===== src/ppu_video_pkg.sv =====
package ppu_video_pkg;

    // ======================================================================
    // Widths and depths
    // ======================================================================
    localparam int pal_addr_w  = 9;                // Palette word address
    localparam int pal_depth   = 1 << pal_addr_w;  // 512 words of two entries
    localparam int row_addr_w  = 9;                // Row-buffer entry address
    localparam int row_depth   = 1 << row_addr_w;  // Entries per bank
    localparam int host_addr_w = 11;
    localparam int host_data_w = 32;

    // Upper bits pick the palette word, bit 0 picks the entry in it
    typedef logic [pal_addr_w:0] pal_index_t;

    // ======================================================================
    // Palette types
    // ======================================================================
    typedef struct packed {
        logic [7:0] unused;  // Pad to 32 bits
        logic [7:0] red;
        logic [7:0] green;
        logic [7:0] blue;
    } palette_entry_t;

    // One RAM word, seen whole or as two entries (entry 1 in the upper half)
    typedef union packed {
        logic [63:0]               raw;
        palette_entry_t [1:0]      entry;
    } palette_word_u;

    typedef struct packed {
        logic [1:0]            half_en;  // Bit 1 writes entry 1
        logic [pal_addr_w-1:0] addr;
        palette_word_u         word;
    } pal_wr_t;

    // ======================================================================
    // Bus types
    // ======================================================================
    typedef struct packed {
        logic                  en;
        logic [row_addr_w-1:0] addr;
        pal_index_t            data;
    } row_wr_t;

    // addr[10] set selects the control register, else palette entry addr[9:0]
    typedef struct packed {
        logic                   en;
        logic [host_addr_w-1:0] addr;
        logic [host_data_w-1:0] data;
    } host_wr_t;

    typedef struct packed {
        logic [7:0] red;
        logic [7:0] green;
        logic [7:0] blue;
    } rgb_t;

endpackage : ppu_video_pkg


===== src/hdmi_video_output.sv =====
module hdmi_video_output
    import ppu_video_pkg::*;
#(
    parameter logic [9:0] h_visible    = 10'd640,
    parameter logic [9:0] h_frontporch = 10'd16,
    parameter logic [9:0] h_sync       = 10'd96,
    parameter logic [9:0] h_backporch  = 10'd48,
    parameter logic [9:0] h_total      = 10'd800,
    parameter logic [9:0] v_visible    = 10'd480,
    parameter logic [9:0] v_frontporch = 10'd10,
    parameter logic [9:0] v_sync       = 10'd2,
    parameter logic [9:0] v_backporch  = 10'd33,
    parameter logic [9:0] v_total      = 10'd525
) (
    input  logic                  video_clk,
    input  logic                  rst_n,
    input  logic                  display_en,
    // HDMI transmitter side
    output logic                  vga_pclk,
    output logic                  vga_de,
    output logic                  vga_hs,
    output logic                  vga_vs,
    output rgb_t                  vga_rgb,
    // Row buffer and palette fetch
    input  pal_index_t            rowram_rddata,
    output logic [row_addr_w-1:0] rowram_rdaddr,
    input  palette_word_u         palram_rddata,
    output logic [pal_addr_w-1:0] palram_rdaddr,
    output logic                  rowram_swap
);

    // Visible window edges, sync sits at count 0
    localparam logic [9:0] h_start = h_sync + h_backporch;
    localparam logic [9:0] h_end   = h_start + h_visible;
    localparam logic [9:0] v_start = v_sync + v_backporch;
    localparam logic [9:0] v_end   = v_start + v_visible;

    // Front porch is implied by total, kept to tie the timing set together
    initial assert (h_end + h_frontporch == h_total && v_end + v_frontporch == v_total)
        else $error("Porch and total parameters disagree");

    typedef enum logic [1:0] { idle, swap, display } line_state_t;

    // ======================================================================
    // Signals
    // ======================================================================
    logic [9:0]            h_count, h_next;
    logic [9:0]            v_count, v_next;
    logic                  de_next;          // Display enable one cycle ahead
    line_state_t           c_state, n_state;
    logic                  addr_toggle, n_addr_toggle;  // Two pixels per index
    logic [row_addr_w-1:0] n_rowram_rdaddr;
    logic                  palram_datasel;       // Entry select, aligned to palram_rdaddr
    logic                  palram_datasel_prev;  // Aligned to palram_rddata
    palette_entry_t        pix_entry;
    rgb_t                  n_vga_rgb;

    // ======================================================================
    // Raster timing
    // ======================================================================
    assign vga_pclk = video_clk;

    always_comb begin
        h_next = (h_count == h_total - 10'd1) ? 10'd0 : h_count + 10'd1;
        v_next = v_count;
        if (h_count == h_total - 10'd1)  // Advance at end of line
            v_next = (v_count == v_total - 10'd1) ? 10'd0 : v_count + 10'd1;
    end

    assign vga_de = (h_count >= h_start) && (h_count < h_end) &&
                    (v_count >= v_start) && (v_count < v_end);
    assign de_next = (h_next >= h_start) && (h_next < h_end) &&
                     (v_next >= v_start) && (v_next < v_end);

    assign vga_hs = !(h_count < h_sync);  // Active low
    assign vga_vs = !(v_count < v_sync);

    always_ff @(posedge video_clk or negedge rst_n) begin
        if (!rst_n) begin
            h_count <= 10'd0;
            v_count <= 10'd0;
        end else begin
            h_count <= h_next;
            v_count <= v_next;
        end
    end

    // ======================================================================
    // Per-line FSM and fetch addressing
    // ======================================================================
    // Select picks the entry half of the word through the union
    assign pix_entry = palram_rddata.entry[palram_datasel_prev];

    always_comb begin
        n_state         = c_state;
        rowram_swap     = 1'b0;
        n_rowram_rdaddr = rowram_rdaddr;
        n_addr_toggle   = 1'b0;
        n_vga_rgb       = '0;  // Black outside the window
        unique case (c_state)
            idle: begin
                if (h_count == h_start - 10'd6)
                    n_state = swap;  // Swap lands 5 cycles before first column
            end
            swap: begin
                rowram_swap     = 1'b1;
                n_rowram_rdaddr = '0;  // Restart the row
                n_state         = display;
            end
            display: begin
                // Step the index every second cycle, stop on the last one
                if (addr_toggle && h_count < h_end - 10'd5)
                    n_rowram_rdaddr = rowram_rdaddr + 1'b1;
                n_addr_toggle = !addr_toggle;
                if (h_count == h_end - 10'd1)
                    n_state = idle;
            end
            default: n_state = idle;
        endcase
        // Colour only where the next cycle is displayed
        if (de_next && display_en)
            n_vga_rgb = '{red: pix_entry.red, green: pix_entry.green, blue: pix_entry.blue};
    end

    always_ff @(posedge video_clk or negedge rst_n) begin
        if (!rst_n) begin
            c_state             <= idle;
            addr_toggle         <= 1'b0;
            rowram_rdaddr       <= '0;
            palram_rdaddr       <= '0;
            palram_datasel      <= 1'b0;
            palram_datasel_prev <= 1'b0;
            vga_rgb             <= '0;
        end else begin
            c_state             <= n_state;
            addr_toggle         <= n_addr_toggle;
            rowram_rdaddr       <= n_rowram_rdaddr;
            palram_rdaddr       <= rowram_rddata[pal_addr_w:1];  // Word address
            palram_datasel      <= rowram_rddata[0];
            palram_datasel_prev <= palram_datasel;  // Match palette read latency
            vga_rgb             <= n_vga_rgb;
        end
    end

    // ======================================================================
    // Checks
    // ======================================================================
    swap_single_cycle: assert property (@(posedge video_clk) disable iff (!rst_n)
        rowram_swap |-> (h_count == h_start - 10'd5) ##1 !rowram_swap)
        else $error("rowram_swap off its column or held for two cycles");

    black_in_blank: assert property (@(posedge video_clk) disable iff (!rst_n)
        !vga_de |-> vga_rgb == '0)
        else $error("Colour driven outside the display window");

endmodule : hdmi_video_output


===== config.mk =====
export PLATFORM = sky130hd
export DESIGN_NAME = hdmi_video_output
export DESIGN_NICKNAME = d
export VERILOG_FILES = /design/src/ppu_video_pkg.sv /design/src/hdmi_video_output.sv
export SDC_FILE = /design/constraint.sdc
export NUM_CORES = 1
export LEC_CHECK = 0
export CORE_AREA = 8 8 93 95
export DETAILED_ROUTE_END_ITERATION = 6
export DIE_AREA = 0 0 101 103
export DONT_BUFFER_PORTS = 1
export GPL_ROUTABILITY_DRIVEN = 1
export HOLD_SLACK_MARGIN = 0.12
export PLACE_DENSITY = 0.66
export SLEW_MARGIN = 20
export SYNTH_ARGS = -nofsm -noshare
export SYNTH_HDL_FRONTEND = slang
export SYNTH_SLANG_ARGS = --single-unit

===== constraint.sdc =====
create_clock -name video_clk -period 2.28 [get_ports video_clk]
set_input_delay 0.342 -clock video_clk [delete_from_list [all_inputs] [get_ports video_clk]]
set_output_delay 0.342 -clock video_clk [all_outputs]
set_load 0.01 [all_outputs]

* Word level (Yosys, flattened, before mapping)
Index checks and enable logic that the tools add are counted.
** Storage, ports and cells
- Logic and storage cells :: 63
- RAM bits :: 0
- Bits in read-only memories :: 0
- Memories kept :: 0
- Latch bits :: 0
- Input bits :: 77
- Output and inout bits :: 47
- Flip-flop bits (word level) :: 67
** Operators by class
- $mul :: 0
- Shifts and indexed selects :: 0
- Add/subtract/negate cells :: 3
- Magnitude comparators :: 12
- Equal/unequal tests :: 9
- Div/mod/pow operators :: 0
- Reduce and logical (&&, ||, !) cells :: 15
- Bitwise logic cells :: 0
- Multiplexer cells :: 13
** Operators by type and width (count)
- two-way mux 24 bit :: 3
- < comparator 10 bit (second input constant) :: 5
- equality test 10 bit (second input constant) :: 3
- two-way mux 10 bit :: 3
- adder 10 x 1 -> 10 bit (second input constant) :: 2
- greater-or-equal comparator 10 x 6 -> 1 bit (second input constant) :: 2
- greater-or-equal comparator 10 x 8 -> 1 bit (second input constant) :: 2
- case mux 9 bit (2 select lines) :: 1
- equality test 10 x 8 -> 1 bit (second input constant) :: 1
- < comparator 10 x 2 -> 1 bit (second input constant) :: 1
- < comparator 10 x 7 -> 1 bit (second input constant) :: 1
- adder 9 x 1 -> 9 bit (second input constant) :: 1
- two-way mux 9 bit :: 1
- logical AND 1 bit :: 8
- inequality test 2 bit (second input constant) :: 3
- case mux 2 bit (3 select lines) :: 1
- two-way mux 2 bit :: 2
- AND reduction 2 bit :: 2
- zero test 1 bit :: 3
- equality test 2 x 1 -> 1 bit (second input constant) :: 1
- equality test 2 bit (second input constant) :: 1
- zero test 2 bit :: 1
- < comparator 1 x 2 -> 1 bit (second input constant) :: 1
- two-way mux 1 bit :: 2
- nonzero test 2 bit :: 1

* Logic depth before layout (Yosys ltp)
- Depth after elaboration :: 8
- Gate-level depth with buffers :: 10
- Mapped depth without buffers :: 8

==> results_dict.tcl <==
set metrics [dict create \
    status "finished with violations" \
    failed_checks "negative setup slack" \
    holdPathEnd "vga_rgb[14]$_DFF_PN0_" \
    die_h_um 103 \
    cellPowerDensity_nw_per_um2 489 \
    ys_seq_elements 67 \
    layout_setup_ws_ns -0.162 \
    multi_input_area_um2 1830 \
    wl_met2_mm 4.86 \
    synth_area_per_cell_um2 11.0 \
    hold_class "in -> reg" \
    hold_violations 0 \
    numCtsBuffers 9 \
    synth.distinct_cells 56 \
    slowest_delay_ns 0.50 \
    synth.largest_area_cell "dfrtp_1" \
    syn_inst 317 \
    ant_nets 0 \
    gp_congestion 0.934 \
    vdd.ir_drop.worst_v 0.000295 \
    initialDrtViolationCount 208 \
    crit_chain "nor4_4, nand3_2, a21o_1, nand4b_1, or4_4, buf_12, a211oi_2" \
    top_layer "met4" \
    syn_to_final_growth_pct 33.5 \
    insertion_delay_ns 0.35 \
    yosysWarnings 0 \
    rsz0062_at_grt "yes" \
    htreeDepth 3 \
    grt_max_degree 68 \
    fin_nets 476 \
    r2r_slack_ns -0.16 \
    worstSetupPathType "reg -> reg" \
    cp_top_family "simple AND/OR/NAND/NOR gates" \
    worstMarginPinSlew_ns 0.385 \
    finalCoreUtilization_pct 65.2 \
    die_width_um 101 \
    wl_per_cell_um 19.2 \
    async_reset_ff_share_pct 100 \
    worstHoldPathCells 2 \
    crit_path_end_kind "flip-flop" \
    fp-row-count 31 \
    drv_slew 0 \
    critPathLaunchType "flip-flop" \
    ys_top_cells_by_count "67 x dfrtp_1, 27 x mux2i_1, 20 x a211oi_2" \
    portBuffers 0 \
    hpwl_mm 6.67 \
    whs_ns 0.212 \
    grt_overflow_total 0 \
    r2r_end "vga_rgb[23]$_DFF_PN0_" \
    cts_root_buf "clkbuf_8" \
    synth_most_common_cell "dfrtp_1" \
    reg2regPathDepth 7 \
    drive_gt1_share_pct 38.7 \
    cp.arrival_ns 2.71 \
    cp_slowest_cell "or4_4" \
    antenna_found_initial 0 \
    synth_edf_count 0 \
    yosysSeqAreaShare_pct 48.1 \
    post-place-cells 454 \
    yosys_most_used_dff "dfrtp_1" \
    clk_pin_slew_worst_paths_ns 0.08 \
    dr_wl_met3_um 722 \
    period_minus_slack_ns 2.44 \
    synth_top_area_share_pct 48.1 \
    fmaxAchievable_mhz 410 \
    seqCellArea_um2 1680 \
    cts_sinks 67 \
    n_antenna_cell 0 \
    ctsLongestPathBuffers 2 \
    static-leakage-power_uw 0.00211 \
    finalCritPeriodShare_pct 107 \
    rr_startpoint "v_count[5]$_DFF_PN0_" \
    first_pass_iters 4 \
    grt_pass1_vias 2872 \
    grt_first_pass_wirelength_mm 14.6 \
    post_layout_nonfiller_instances 497 \
    cts_tree "yes" \
    fillers 577 \
    syn_nets 400 \
    viasPerCell 5.71 \
    path_max_fanout 16 \
    die_area_um2 10400 \
    hold_start "palram_rddata[14]" \
    num_io_pins 124 \
    vias 2836 \
    drv_cap 0 \
    finalWirelength_mm 9.54 \
    grtUsageTotal_pct 18.2 \
    wl_met1_mm 3.81 \
    critPathBufInv 1 \
    crit_required_ns 2.55 \
    coreArea_um2 7140 \
    initial_utilization_pct 48.8 \
    netlist_area_um2 3490 \
    finClkSkew_ns 0.00902 \
    slew_headroom_pct 74.1 \
    synth.area.top_cells "dfrtp_1 48%, mux2i_1 7.8%, a211oi_2 7.2%" \
    setup_viol 24 \
    drc_errors 0 \
]
==> worst reg2reg max path, cell delays in order, from the launching register on <==
cell	delay, ns
dfrtp_2	0.47
nor4_4	0.35
nand3_2	0.18
a21o_1	0.24
nand4b_1	0.22
or4_4	0.50
buf_12	0.19
a211oi_2	0.23
==> cell type report <==
type                       instances  area share, %
clock buffer                      10           2.74
clock inverter                     6           1.40
timing repair buffer              88           16.9
tap                               99           2.66
multi-input combinational        215           39.3
inverter                          12          0.968
sequential                        67           36.1
==> power breakdown <==
group | switching (uW) | leakage, uW | internal (uW) | total, uW
Clock | 473 | 0.0000966 | 507 | 980
Combinational | 50.8 | 0.00112 | 38.9 | 89.7
Sequential | 7.77 | 0.000894 | 1200 | 1210
==> cell usage in the layout (no fill, tap or decap), types with 9 or more instances in the layout <==
cell	instances
nor2_1	19
nand4_1	12
mux2i_1	26
buf_4	67
xor2_1	9
nand3_1	9
clkbuf_8	9
a211oi_2	25
dfrtp_1	65
inv_1	9
nand2_1	18
dlygate4sd3_1	11
==> sequential cells by signal, summed over array words and instances, names as in the netlist <==
signal	count
c_state	2
addr_toggle	1
h_count	10
palram_rdaddr	9
palram_datasel	1
v_count	10
palram_datasel_prev	1
rowram_rdaddr	9
vga_rgb	24
==> through the flow <==
stage | setup slack, ns | instance area, um^2 | TNS [ns] | total power [uW]
2_1_floorplan | -0.0946 | 3520 | -1.88 | 1310
3_3_place_gp | -0.189 | 3980 | -3.57 | 1280
3_5_place_dp | -0.337 | 3980 | -5.48 | 1280
4_1_cts | -0.137 | 4480 | -2.43 | 2310
5_1_grt | -0.242 | 4650 | -4.72 | 2370
6_report | -0.162 | 4650 | -2.57 | 2270
==> how the worst max path moves through the flow <==
| stage | start | to | slack (ns) | depth (start not counted) |
|---|---|---|---|---|
| finish | v_count[5]$_DFF_PN0_ | vga_rgb[23]$_DFF_PN0_ | -0.16 | 7 |
| global route | v_count[0]$_DFF_PN0_ | vga_rgb[23]$_DFF_PN0_ | -0.24 | 8 |
| CTS | v_count[1]$_DFF_PN0_ | vga_rgb[2]$_DFF_PN0_ | -0.14 | 10 |
| detailed placement | v_count[5]$_DFF_PN0_ | vga_rgb[2]$_DFF_PN0_ | -0.34 | 7 |
| global placement | v_count[5]$_DFF_PN0_ | vga_rgb[23]$_DFF_PN0_ | -0.19 | 7 |
| floorplan | h_count[0]$_DFF_PN0_ | vga_rgb[10]$_DFF_PN0_ | -0.09 | 10 |
==> layer usage <==
layer,vias to the layer above,track usage [%]
met2,108,30.2
met4,0,6.19
met3,17,6.89
met5,-,0
li1,1313,-
met1,1398,21.3
==> logic make-up after synthesis <==
kind of cell,count (synthesis),synth area share [%]
DFF,67,48.1
muxes,27,7.75
adders and majority gates,6,2.15
AOI/OAI and AO/OA,57,14.8
buffers and inverters,35,5.13
and+or+nand+nor,110,18.3
xor gates and xnor gates,15,3.77
==> what timing repair did <==
action | in CTS | in global routing
pin swaps | 11 | 8
cloned | 1 | 0
setup endpoints to repair | 25 | 26
resized for setup | 21 | 26
endpoints found under the hold margin | 77 | 0
hold buffers | 12 | 0
setup buffers | 6 | 8
No activity file was read; power rests on OpenSTA's default activity.
