--- src/ppu_video_pkg.sv ---
package ppu_video_pkg;

    // ======================================================================
    // Widths and depths
    // ======================================================================
    localparam int pal_addr_w  = 9;                // Palette word address
    localparam int pal_depth   = 1 << pal_addr_w;  // 512 words of two entries
    localparam int row_addr_w  = 9;                // Row-buffer entry address
    localparam int row_depth   = 1 << row_addr_w;  // Entries per bank
    localparam int host_addr_w = 11;
    localparam int host_data_w = 32;

    // Upper bits pick the palette word, bit 0 picks the entry in it
    typedef logic [pal_addr_w:0] pal_index_t;

    // ======================================================================
    // Palette types
    // ======================================================================
    typedef struct packed {
        logic [7:0] unused;  // Pad to 32 bits
        logic [7:0] red;
        logic [7:0] green;
        logic [7:0] blue;
    } palette_entry_t;

    // One RAM word, seen whole or as two entries (entry 1 in the upper half)
    typedef union packed {
        logic [63:0]               raw;
        palette_entry_t [1:0]      entry;
    } palette_word_u;

    typedef struct packed {
        logic [1:0]            half_en;  // Bit 1 writes entry 1
        logic [pal_addr_w-1:0] addr;
        palette_word_u         word;
    } pal_wr_t;

    // ======================================================================
    // Bus types
    // ======================================================================
    typedef struct packed {
        logic                  en;
        logic [row_addr_w-1:0] addr;
        pal_index_t            data;
    } row_wr_t;

    // addr[10] set selects the control register, else palette entry addr[9:0]
    typedef struct packed {
        logic                   en;
        logic [host_addr_w-1:0] addr;
        logic [host_data_w-1:0] data;
    } host_wr_t;

    typedef struct packed {
        logic [7:0] red;
        logic [7:0] green;
        logic [7:0] blue;
    } rgb_t;

endpackage : ppu_video_pkg

--- src/video_host_regs.sv ---
module video_host_regs
    import ppu_video_pkg::*;
(
    input  logic     video_clk,
    input  logic     rst_n,
    input  host_wr_t host,
    output pal_wr_t  pal_wr,
    output logic     display_en
);

    logic                  ctrl_sel;    // Address bit 10 picks control space
    logic [1:0]            wr_half_en;
    logic [pal_addr_w-1:0] wr_addr;
    palette_word_u         wr_word;

    assign ctrl_sel = host.addr[host_addr_w-1];

    // ======================================================================
    // Palette write path
    // ======================================================================
    always_ff @(posedge video_clk or negedge rst_n) begin
        if (!rst_n) begin
            wr_half_en <= 2'b00;
        end else if (host.en && !ctrl_sel) begin
            wr_half_en <= host.addr[0] ? 2'b10 : 2'b01;  // One entry per write
        end else begin
            wr_half_en <= 2'b00;
        end
    end

    // Entry copied into both halves, half_en picks the live one
    always_ff @(posedge video_clk) begin
        if (host.en && !ctrl_sel) begin
            wr_addr          <= host.addr[pal_addr_w:1];
            wr_word.entry[0] <= host.data;
            wr_word.entry[1] <= host.data;
        end
    end

    assign pal_wr.half_en = wr_half_en;
    assign pal_wr.addr    = wr_addr;
    assign pal_wr.word    = wr_word;

    // ======================================================================
    // Control register
    // ======================================================================
    always_ff @(posedge video_clk or negedge rst_n) begin
        if (!rst_n) begin
            display_en <= 1'b0;
        end else if (host.en && ctrl_sel) begin
            display_en <= host.data[0];  // Bit 0 turns the picture on
        end
    end

    // Only one control register is mapped
    ctrl_addr_mapped: assert property (@(posedge video_clk) disable iff (!rst_n)
        host.en && ctrl_sel |-> host.addr == 11'h400)
        else $error("Host write to unmapped control address %h", host.addr);

endmodule : video_host_regs

--- config.mk ---
export PLATFORM = sky130hd
export DESIGN_NAME = video_host_regs
export DESIGN_NICKNAME = d
export VERILOG_FILES = /design/src/ppu_video_pkg.sv /design/src/video_host_regs.sv
export SDC_FILE = /design/constraint.sdc
export NUM_CORES = 1
export LEC_CHECK = 0
export BUFFER_PORTS_ARGS = -buffer_cell sky130_fd_sc_hd__buf_2
export CORE_MARGIN = 1.5
export CORE_UTILIZATION = 35
export CTS_BUF_LIST = sky130_fd_sc_hd__clkbuf_8 sky130_fd_sc_hd__clkbuf_16
export DETAILED_ROUTE_END_ITERATION = 12
export PLACE_DENSITY = 0.75
export SYNTH_ARGS = -nofsm -noshare
export SYNTH_HDL_FRONTEND = slang
export SYNTH_SLANG_ARGS = --single-unit
--- constraint.sdc ---
create_clock -name video_clk -period 0.8 [get_ports video_clk]
set_input_delay 0.12 -clock video_clk [delete_from_list [all_inputs] [get_ports video_clk]]
set_output_delay 0.12 -clock video_clk [all_outputs]
set_load 0.05 [all_outputs]
Yosys cells after proc, flatten, opt, wreduce, memory -nomap -nowiden

Cells that the tools add are included.

Muxes and demuxes: 2
Reductions and logical operators: 3

Operators by type and width:

| operator          | number |
|---|---|
| two-way mux 2 bit | 2 |
| logical AND 1 bit | 2 |
| zero test 1 bit   | 1 |

Logic and storage cells: 9
Output and inout port bits: 76
Input port bits: 46
Bits in registers: 76

Longest topological paths before layout

Gate-level depths: netlist (run 1).

Depth after elaboration: 3
Gate-level depth with buffers: 2
Depth with buffers taken out: 2

Worst setup path after synthesis (run 1)

OpenSTA, ideal clock, no wires.

Path kind: input to register
Start point: input host[42] (netlist name)
End point: register wr_addr[0] (enable)
Data arrival time: 2009 ps
Required time: 353 ps
Library setup time: 447 ps
Setup slack: -1656 ps
Buffers on the path: 0
Cell stages on the path: 1
Cells stage by stage: nor2b_1

Longest elaborated chain between the ends: 2

Ends and longest elaborated chain:

| item                 | RTL line              | RTL |
|---|---|---|
| from (decl)          | video_host_regs.sv:6  | `input host_wr_t host,` |
| zero test 1 bit      | video_host_regs.sv:33 | `if (host.en && !ctrl_sel) begin` |
| logical AND 1 bit    | video_host_regs.sv:33 |  |
| to (signal assigned) | video_host_regs.sv:34 | `wr_addr <= host.addr[pal_addr_w:1];` |
| to (decl)            | video_host_regs.sv:13 | `logic [pal_addr_w-1:0] wr_addr;` |

Every way passes these cells.
A chain may end at the register's enable or synchronous reset.

Worst setup path after layout (run 1)

Start point: register wr_word[53] (netlist name)
End point: output pal_wr[53] (netlist name)

RTL lines:

| item        | RTL line              | RTL |
|---|---|---|
| from (decl) | video_host_regs.sv:14 | `palette_word_u wr_word;` |
| to (decl)   | video_host_regs.sv:7  | `output pal_wr_t pal_wr,` |

No word-level cell between the ends.

==> qor.yml, run 1 <==
run_status:
  status: "finished with violations"
  violations: "setup timing"
worst_hold_path:
  hp-class: "input port to flip-flop"
  holdPathStages: 1
  hold-path-endpoint: "wr_word[57]"
  holdCritStartpoint: "host[25]"
worst_setup_path:
  crit_arrival_ns: 0.94
  required_ns: 0.68
  r2r_end: "display_en"
  cp-end-kind: "output pin"
  cp_slowest_cell: "edfxtp_1"
  cpLargestDelayFamily: "flip-flops"
  worstPathMaxFanout: 2
  r2r-start: "display_en"
  cp-start-kind: "flip-flop"
  path_depth: 1
  rrSetupSlack_ns: 0.02
  path_cells: "buf_4"
  slowest_delay_ns: 0.43
  crit_buf_inv: 1
  crit_type: "flip-flop to output pin"
  r2r_cells: 1
global_routing:
  grt_pass1_wl_um: 5768
  grt-ovfl-total: 0
  gr-usage-all-layers: 0.1571
  grt_max_degree: 25
  antenna_found_initial: 0
  grt_pass1_vias: 1134
floorplan:
  die-area_mm2: 0.004927
  fp.dieH_um: 70.20
  die_w_um: 70.20
  start_util: 0.3629
  fp-row-count: 24
  core_region_area_mm2: 0.004354
  pin_count: 122
run:
  cap_violations: 0
timing:
  skew_ns: 0
  finalCritPeriodShare: 1.327
  setup_ws_ns: -0.2617
  slew_headroom: 0.8335
  rsz0062_at_grt: "true"
  hold_violations: 0
  worst_slew_pin_slew_ns: 0.2515
  min_period_ns: 1.062
  setup_viol: 76
  final_max_slew_viol_count: 0
  max_freq_mhz: 941.9
  setup_tns_ns: -16.35
finish:
  postLayoutCoreUtil: 0.6810
  antennaDiodeCount: 0
  drive_above_1_share: 0.6101
  final_nets: 263
  syn_to_final_growth_pct: 87.65
place:
  portBuffers: 121
  place.gp.congestion: 0.6554
  post-dp-hpwl_um: 2359
drt:
  routedWlPerCell_um: 16.62
  ant_nets: 0
  num_vias: 1159
  dr.pass1.iters: 4
  drcViolationCount: 0
  routed_wl_um: 4487
  drtIter0Drc: 77
  avgViaCountPerCell: 4.293
yosys:
  ys.warnings.count: 0
  synthCells: 81
  synth_cell_types: 7
  synth-seq-area-share: 0.8266
  syn_area_mm2: 0.001580
  synth-seq-cells: 44
  avgSynthCellArea_um2: 19.51
  syn-num-nets: 127
clock_network:
  cts_buffer_depth: 2
  numCtsBuffers: 5
  cts_setup_buffers: 0
  clockRootBuffer: "clkbuf_8"
  insertion_delay_ns: 0.29
  cts_tree: "done"
  clk_pin_slew_ns: 0.08
  cts.sinks: 44
  h-tree-depth: 2
power_and_ir_drop:
  total_power_mw: 6.241
  p_per_area_mw_per_mm2: 2105
  irDropWorstVdd_mv: 0.9672
  p_leak_nw: 1.298
[cells by family after synthesis]
group                  count (synthesis)  synth area share
flip-flops                            44            0.8266
buffers and inverters                 32            0.1520
AND/OR/NAND/NOR                        4           0.01425
multiplexers                           1          0.007125
[through the flow]
| stage | setup slack (ns) | hold WS [ns] | cells | area [µm²] |
|---|---|---|---|---|
| detailed placement | -0.1142 | -0.08057 | 224 | 2063 |
| global placement | -0.1036 | -0.08118 | 224 | 2063 |
| global route | -0.3127 | 0.0004311 | 270 | 2965 |
| floorplan | -0.3932 | -0.1756 | 81 | 1713 |
| CTS | -0.2390 | 0.00003329 | 256 | 2689 |
| finish | -0.2617 | 0.01516 | 270 | 2965 |
[cell usage after synthesis]
library cell	count	area share
buf_4	32	0.15
dfrtp_1	3	0.048
edfxtp_1	41	0.78
mux2_2	1	0.0071
and2_1	1	0.0040
nor2b_1	2	0.0079
nand2_1	1	0.0024
[registers in the layout (all words and copies together), names as in the netlist]
register and count:
wr_half_en 2, wr_addr 9, display_en 1, wr_word 32
[final cells by class]
type                            count  area (µm²)
Tap cell                           52       65.06
Fill cell                         284        1389
Timing Repair Buffer              161        1440
Multi-Input combinational cell      5       45.04
Clock buffer                        5       68.82
Clock inverter                      3       38.79
Sequential cell                    44        1308
[cells in the final DEF, fill, tap and decap left out, drive strengths merged]
cell type / instances
mux2: 1
dlygate4sd3: 38
clkinv: 1
edfxtp: 41
inv: 1
clkbuf: 5
buf: 123
bufinv: 1
dfrtp: 3
nand2: 1
and2: 1
nor2b: 2
[layer usage]
layer	GRT usage	vias up	wire, µm
met5	0	-	0
met4	0.06410	0	70
met3	0.05339	6	309
met2	0.2899	69	2550
met1	0.1609	559	1557
li1	-	525	-
[timing repair]
| item | 4_1_cts | 5_1_grt |
|---|---|---|
| hold buffers | 24 | 14 |
| endpoints found under the setup margin | 76 | 76 |
| hold endpoints to repair | 26 | 14 |
| resized for setup | 98 | 39 |
[worst max path at each step]
stage | from | endpoint
detailed placement | host[42] | wr_word[44]
finish | wr_word[53] | pal_wr[53]
global route | wr_word[53] | pal_wr[53]
CTS | wr_word[31] | pal_wr[31]
global placement | host[42] | wr_word[44]
floorplan | host[43] | wr_addr[0]
[power by group]
part / internal (mW) / total, mW / switching, mW / leakage [nW]
logic: 0.666 / 1.79 / 1.13 / 0.816
registers: 2.69 / 2.81 / 0.119 / 0.422
clock network: 0.914 / 1.63 / 0.721 / 0.0593
total: 4.27 / 6.24 / 1.97 / 1.30
Power figures use the tool's default switching activity.
==> run 2: changes to the inputs <==
--- a/config.mk
+++ b/config.mk
@@ -5,12 +5,13 @@
 export SDC_FILE = /design/constraint.sdc
 export NUM_CORES = 1
 export LEC_CHECK = 0
+export ABC_AREA = 1
 export BUFFER_PORTS_ARGS = -buffer_cell sky130_fd_sc_hd__buf_2
 export CORE_MARGIN = 1.5
 export CORE_UTILIZATION = 35
 export CTS_BUF_LIST = sky130_fd_sc_hd__clkbuf_8 sky130_fd_sc_hd__clkbuf_16
 export DETAILED_ROUTE_END_ITERATION = 12
-export PLACE_DENSITY = 0.75
+export PLACE_DENSITY_LB_ADDON = 0.25
 export SYNTH_ARGS = -nofsm -noshare
 export SYNTH_HDL_FRONTEND = slang
 export SYNTH_SLANG_ARGS = --single-unit
==> qor.yml, run 2 <==
power_and_ir_drop:
  p_seq_frac: 0.452  # about the same
  clock_power_share: 0.262  # about the same
  combPwrFrac: 0.286  # about the same
  p_per_area_mw_per_mm2: 2084  # -0.99%
  irDropWorstVdd_mv: 1.153  # +19%
  swShare: 0.3110  # -0.004137
  p_leak_nw: 1.296  # -0.17%
  switchingPower_mw: 1.931  # -1.8%
  p_int_mw: 4.279  # +0.11%
timing:
  setup_ws_ns: -0.2421  # +0.01964 ns
  final_max_slew_viol_count: 0  # unchanged
  skew_ns: 0  # unchanged
  setup_tns_ns: -15.62  # +0.7294 ns
  slew_headroom: 0.8654  # +0.03193
  finalCritPeriodShare: 1.303  # -0.02455
  rsz0062_at_grt: "true"
  max_freq_mhz: 959.6  # +1.9%
  worst_slew_pin_slew_ns: 0.2018  # -0.04962 ns
  setup_viol: 76  # unchanged
  hold_violations: 0  # unchanged
  min_period_ns: 1.042  # -0.01964 ns
floorplan:
  core_region_area_mm2: 0.004354  # unchanged
  die_w_um: 70.36  # +0.23%
  die-area_mm2: 0.004950  # +0.46%
  pin_count: 122  # unchanged
  fp.dieH_um: 70.36  # +0.23%
  start_util: 0.3647  # +0.001724
  fp-row-count: 24  # unchanged
global_routing:
  grt_pass1_wl_um: 5478  # -5.0%
  met1_usage: 0.1404  # -0.02049
  grt_max_degree: 30  # +20%
  use_met2: 0.2830  # -0.006928
  grt_pass1_vias: 1165  # +2.7%
  grt_busiest_layer: "met2"
  grt-ovfl-total: 0  # unchanged
  gr-usage-all-layers: 0.1458  # -0.01132
  grtUsageMet3: 0.04762  # -0.005772
  antenna_found_initial: 0  # unchanged
worst_hold_path:
  hp-class: "input port to flip-flop"
finish:
  drive_above_1_share: 0.6239  # +0.01376
  antennaDiodeCount: 0  # unchanged
  multi_input_area_um2: 43.79  # -2.8%
  final_common_cell: "buf_6"
  largest_reg_flops: 32  # unchanged
  n_fill_cell: 293  # +3.2%
  stdcell_count: 270  # unchanged
  postLayoutCoreUtil: 0.6845  # +0.003449
  syn_to_final_growth_pct: 87.71  # about the same
  ff_latch_area_mm2: 0.001308  # unchanged
  final_nets: 263  # unchanged
  layout_common_cells: "buf_6 (72), buf_2 (45), edfxtp_1 (41)"
  fin_area_mm2: 0.002980  # +0.51%
drt:
  num_vias: 1118  # -3.5%
  dr.pass1.iters: 2  # -2
  ant_nets: 0  # unchanged
  drtIter0Drc: 77  # unchanged
  avgViaCountPerCell: 4.141  # -3.5%
  routed_wl_um: 3633  # -19%
  routedWlPerCell_um: 13.46  # -19%
  drcViolationCount: 0  # unchanged
yosys:
  synth_top_area_share: 0.7754  # -0.003684
  synth.most_common_cell: "edfxtp_1"
  synth-seq-area-share: 0.8227  # -0.003908
  synth_cell_types: 8  # +1
  syn_area_mm2: 0.001588  # +0.48%
  synth_edf_count: 41  # unchanged
  synth-seq-cells: 44  # unchanged
  synthTopCellsByArea: "edfxtp_1 (78%), buf_4 (15%), dfrtp_1 (4.7%)"
  yosys.area.top_type: "edfxtp_1"
  ys.warnings.count: 0  # unchanged
  async_reset_ff_frac: 0.06818  # unchanged
  syn-num-nets: 132  # +3.9%
  avgSynthCellArea_um2: 18.46  # -5.4%
  synth_common_cells: "edfxtp_1 (41), buf_4 (32), dfrtp_1 (3), inv_1 (3), nand2_1 (3)"
  ys.flop_type: "edfxtp_1"
  synthCells: 86  # +6.2%
clock_network:
  cts.sinks: 44  # unchanged
  h-tree-depth: 2  # unchanged
  clockRootBuffer: "clkbuf_8"
  cts_tree: "done"
  insertion_delay_ns: 0.28  # about the same
  cts_buffer_depth: 2  # unchanged
  clk_pin_slew_ns: 0.08  # about the same
  numCtsBuffers: 5  # unchanged
place:
  post-dp-hpwl_um: 2361  # about the same
  dp.cells: 230  # +2.7%
  place.gp.congestion: 0.6970  # +6.3%
  dpl-instance-area_mm2: 0.002088  # +1.2%
  portBuffers: 121  # unchanged
worst_setup_path:
  cpLargestDelayFamily: "flip-flops"
  cp-start-kind: "flip-flop"
  rrSetupSlack_ns: 0.18  # +0.16 ns
  required_ns: 0.68  # about the same
  worstPathMaxFanout: 2  # unchanged
  cp_slowest_cell: "edfxtp_1"
  cp-end-kind: "output pin"
  crit_buf_inv: 1  # unchanged
  path_cells: "buf_6"
  crit_arrival_ns: 0.92  # -0.02 ns
  slowest_delay_ns: 0.45  # +0.02 ns
  crit_type: "flip-flop to output pin"
run:
  cap_violations: 0  # unchanged
run_status:
  violations: "setup timing"
  status: "finished with violations"
[run 2: changes by cell type after synthesis, sizes merged]
cell | previous run | this run
nor2 | 0 | 2
inv | 0 | 3
nand3 | 0 | 1
and2 | 1 | 0
mux2 | 1 | 0
nor2b | 2 | 0
nand2 | 1 | 4
[run 2: path summary, 6_finish.rpt]
kind,from,end,cells after the start
max,wr_word[58],pal_wr[58],1
min,host[13],wr_word[45],1
max reg2reg,display_en,display_en,2
min reg2reg,display_en,display_en,2
max in group asynchronous,rst_n,display_en,2
min in group asynchronous,rst_n,wr_half_en[1],2
[run 2: final cells by class]
type | count | share of cell area
timing repair buffer | 156 | 0.4769
sequential | 44 | 0.4387
clock buffer | 5 | 0.02309
tap | 52 | 0.02183
multi-input combinational | 7 | 0.01469
clock inverter | 3 | 0.01427
inverter | 3 | 0.01050
[run 2: worst reg2reg max path, cell delays in order (launching register included)]
cell and delay, ns:
dfrtp_2 0.41, nand2_1 0.06, nand2_1 0.04
[run 2: cell families after synthesis]
kind of cell,count (synthesis),share of synthesized area
AND/OR/NAND/NOR,7,0.01891
buffers and inverters,35,0.1584
flip-flops,44,0.8227
[run 2: metal layers]
layer,vias up,share of wire
met5,-,0
met4,0,0.013
met3,5,0.084
met2,73,0.59
met1,513,0.32
li1,527,-
[run 2: through the flow]
| stage | hold slack [ns] | power [mW] | setup slack, ns |
|---|---|---|---|
| 6_report | 0.01021 | 6.211 | -0.2421 |
| 5_1_grt | 0.0008669 | 6.431 | -0.2796 |
| 4_1_cts | 0.001312 | 6.211 | -0.2511 |
| 3_5_place_dp | -0.07959 | 4.162 | -0.2031 |
| 3_3_place_gp | -0.08458 | 4.148 | -0.1874 |
| 2_1_floorplan | -0.1756 | 4.004 | -0.3464 |
[run 2: power groups by stage]
stage / sequential [mW] / clock (mW) / combinational (mW)
after floorplan: 3.35 / 0 / 0.650
after global routing: 2.83 / 1.77 / 1.83
after global placement: 2.79 / 0 / 1.36
final: 2.81 / 1.63 / 1.78
after CTS: 2.79 / 1.69 / 1.72
after detailed placement: 2.80 / 0 / 1.37
[run 2: timing repair]
item / CTS / global route
setup buffers: 0 / 0
hold buffers: 31 / 1
hold endpoints to repair: 33 / 1
resized for setup: 123 / 29
setup endpoints to repair: 76 / 76
==> run 3: changes to the inputs <==
--- a/config.mk
+++ b/config.mk
@@ -5,7 +5,6 @@
 export SDC_FILE = /design/constraint.sdc
 export NUM_CORES = 1
 export LEC_CHECK = 0
-export ABC_AREA = 1
 export BUFFER_PORTS_ARGS = -buffer_cell sky130_fd_sc_hd__buf_2
 export CORE_MARGIN = 1.5
 export CORE_UTILIZATION = 35
==> qor.yml, run 3 (synthesized netlist as in run 1, its figures left out) <==
run:
  cap_violations: 0  # unchanged
timing:
  finalCritPeriodShare: 1.303  # about the same
  hold_violations: 0  # unchanged
  rsz0062_at_grt: "true"
  max_freq_mhz: 959.0  # about the same
  min_period_ns: 1.043  # +0.0007180 ns
  setup_ws_ns: -0.2428  # -0.0007180 ns
  setup_viol: 76  # unchanged
  worst_slew_pin_slew_ns: 0.1491  # -0.05270 ns
  fin_hold_ws_ns: 0.01555  # +0.005337 ns
  skew_ns: 0  # unchanged
  final_max_slew_viol_count: 0  # unchanged
  slew_headroom: 0.9006  # +0.03513
global_routing:
  grt_max_degree: 24  # -20%
  gr-usage-all-layers: 0.1505  # +0.004708
  grt_pass1_wl_um: 5575  # +1.8%
  antenna_found_initial: 0  # unchanged
  grt_pass1_vias: 1131  # -2.9%
  grt-ovfl-total: 0  # unchanged
drt:
  routed_wl_um: 3647  # +0.39%
  ant_nets: 0  # unchanged
  avgViaCountPerCell: 4.190  # +1.2%
  drtIter0Drc: 57  # -26%
  dr.pass1.iters: 3  # +1
  num_vias: 1123  # +0.45%
  drcViolationCount: 0  # unchanged
  routedWlPerCell_um: 13.61  # +1.1%
worst_setup_path:
  slowest_delay_ns: 0.42  # -0.03 ns
  required_ns: 0.68  # about the same
  crit_arrival_ns: 0.92  # about the same
  cp_slowest_cell: "edfxtp_1"
  crit_type: "flip-flop to output pin"
  cp-start-kind: "flip-flop"
  crit_buf_inv: 1  # unchanged
  cp-end-kind: "output pin"
  worstPathMaxFanout: 2  # unchanged
  cpLargestDelayFamily: "flip-flops"
  path_cells: "buf_4"
worst_hold_path:
  hp-class: "input port to flip-flop"
floorplan:
  core_region_area_mm2: 0.004354  # unchanged
  fp-row-count: 24  # unchanged
  die_w_um: 70.20  # -0.23%
  start_util: 0.3629  # -0.001724
  fp.dieH_um: 70.20  # -0.23%
  die-area_mm2: 0.004927  # -0.45%
  pin_count: 122  # unchanged
clock_network:
  h-tree-depth: 2  # unchanged
  numCtsBuffers: 5  # unchanged
  insertion_delay_ns: 0.28  # about the same
  cts_buffer_depth: 2  # unchanged
  cts.sinks: 44  # unchanged
  clockRootBuffer: "clkbuf_8"
  cts_tree: "done"
  clk_pin_slew_ns: 0.07  # about the same
power_and_ir_drop:
  irDropWorstVdd_mv: 1.411  # +22%
  p_per_area_mw_per_mm2: 2026  # -2.8%
  p_leak_nw: 1.284  # -0.91%
finish:
  layout_common_cells: "buf_6 (64), buf_2 (45), edfxtp_1 (41)"
  largest_reg_flops: 32  # unchanged
  antennaDiodeCount: 0  # unchanged
  ff_latch_area_mm2: 0.001308  # unchanged
  final_common_cell: "buf_6"
  final_nets: 261  # -0.76%
  fin_area_mm2: 0.002932  # -1.6%
  n_fill_cell: 313  # +6.8%
  drive_above_1_share: 0.6250  # +0.001147
  multi_input_area_um2: 45.04  # +2.9%
  syn_to_final_growth_pct: 85.51
run_status:
  violations: "setup timing"
  status: "finished with violations"
place:
  dpl-instance-area_mm2: 0.002058  # -1.4%
  portBuffers: 121  # unchanged
  place.gp.congestion: 0.7117  # +2.1%
-- run 3: cell types whose count changed in the layout (fill, tap and decap cells not counted), sizes merged, moves of 2 or more --
| cell | before | now |
|---|---|---|
| nor2 | 2 | 0 |
| inv | 2 | 0 |
| nand2 | 4 | 1 |
| dlygate4sd3 | 32 | 35 |
| clkinvlp | 2 | 0 |
| nor2b | 0 | 2 |
-- run 3: area by class of cell --
class	instances	share of cell area
well taps	52	0.02219
multi-input cells	5	0.01536
repair buffers	159	0.4848
clock inverters	2	0.003414
clock buffers	6	0.02817
flip-flops and latches	44	0.4460
-- run 3: layer usage --
metal / vias up / wire length [µm] / track usage
li1: 521 / - / -
met1: 512 / 1232 / 0.1615
met2: 84 / 1950 / 0.2635
met3: 6 / 423 / 0.07071
met4: 0 / 40 / 0.04487
met5: - / 0 / 0
-- run 3: worst paths after layout --
check                      slack, ns  cells past startpoint        start             to
setup reg to reg                0.01                      1   display_en     display_en
setup / recovery               -0.24                      1  wr_word[52]     pal_wr[20]
max in group asynchronous       0.53                      2        rst_n     display_en
hold / removal                  0.02                      1     host[36]     wr_addr[3]
min in group asynchronous       0.15                      2        rst_n  wr_half_en[0]
hold reg to reg                 0.55                      1   display_en     display_en
-- run 3: where the power goes --
group | internal, mW | total [mW] | leakage, nW | switching (mW)
clock | 0.688 | 1.36 | 0.0510 | 0.672
sequential | 2.70 | 2.81 | 0.422 | 0.115
combinational | 0.662 | 1.77 | 0.811 | 1.11
-- run 3: repair_timing --
action,in CTS,in global routing
setup buffers,0,0
hold endpoints to repair,30,7
gates resized for setup,123,23
setup endpoints to repair,76,77
gates cloned,0,0
hold buffers,28,7
-- run 3: through the flow --
step                power, mW  setup TNS [ns]    util  setup slack [ns]  instances
floorplan               4.004          -22.58       -           -0.3932         81
global placement        4.147          -3.670  0.4727           -0.1036        225
detailed placement      4.160          -4.854  0.4727           -0.1376        225
CTS                     5.939          -16.63  0.6443           -0.2485        261
global route            6.195          -18.86  0.6733           -0.2903        268
finish                  5.938          -15.43  0.6733           -0.2428        268
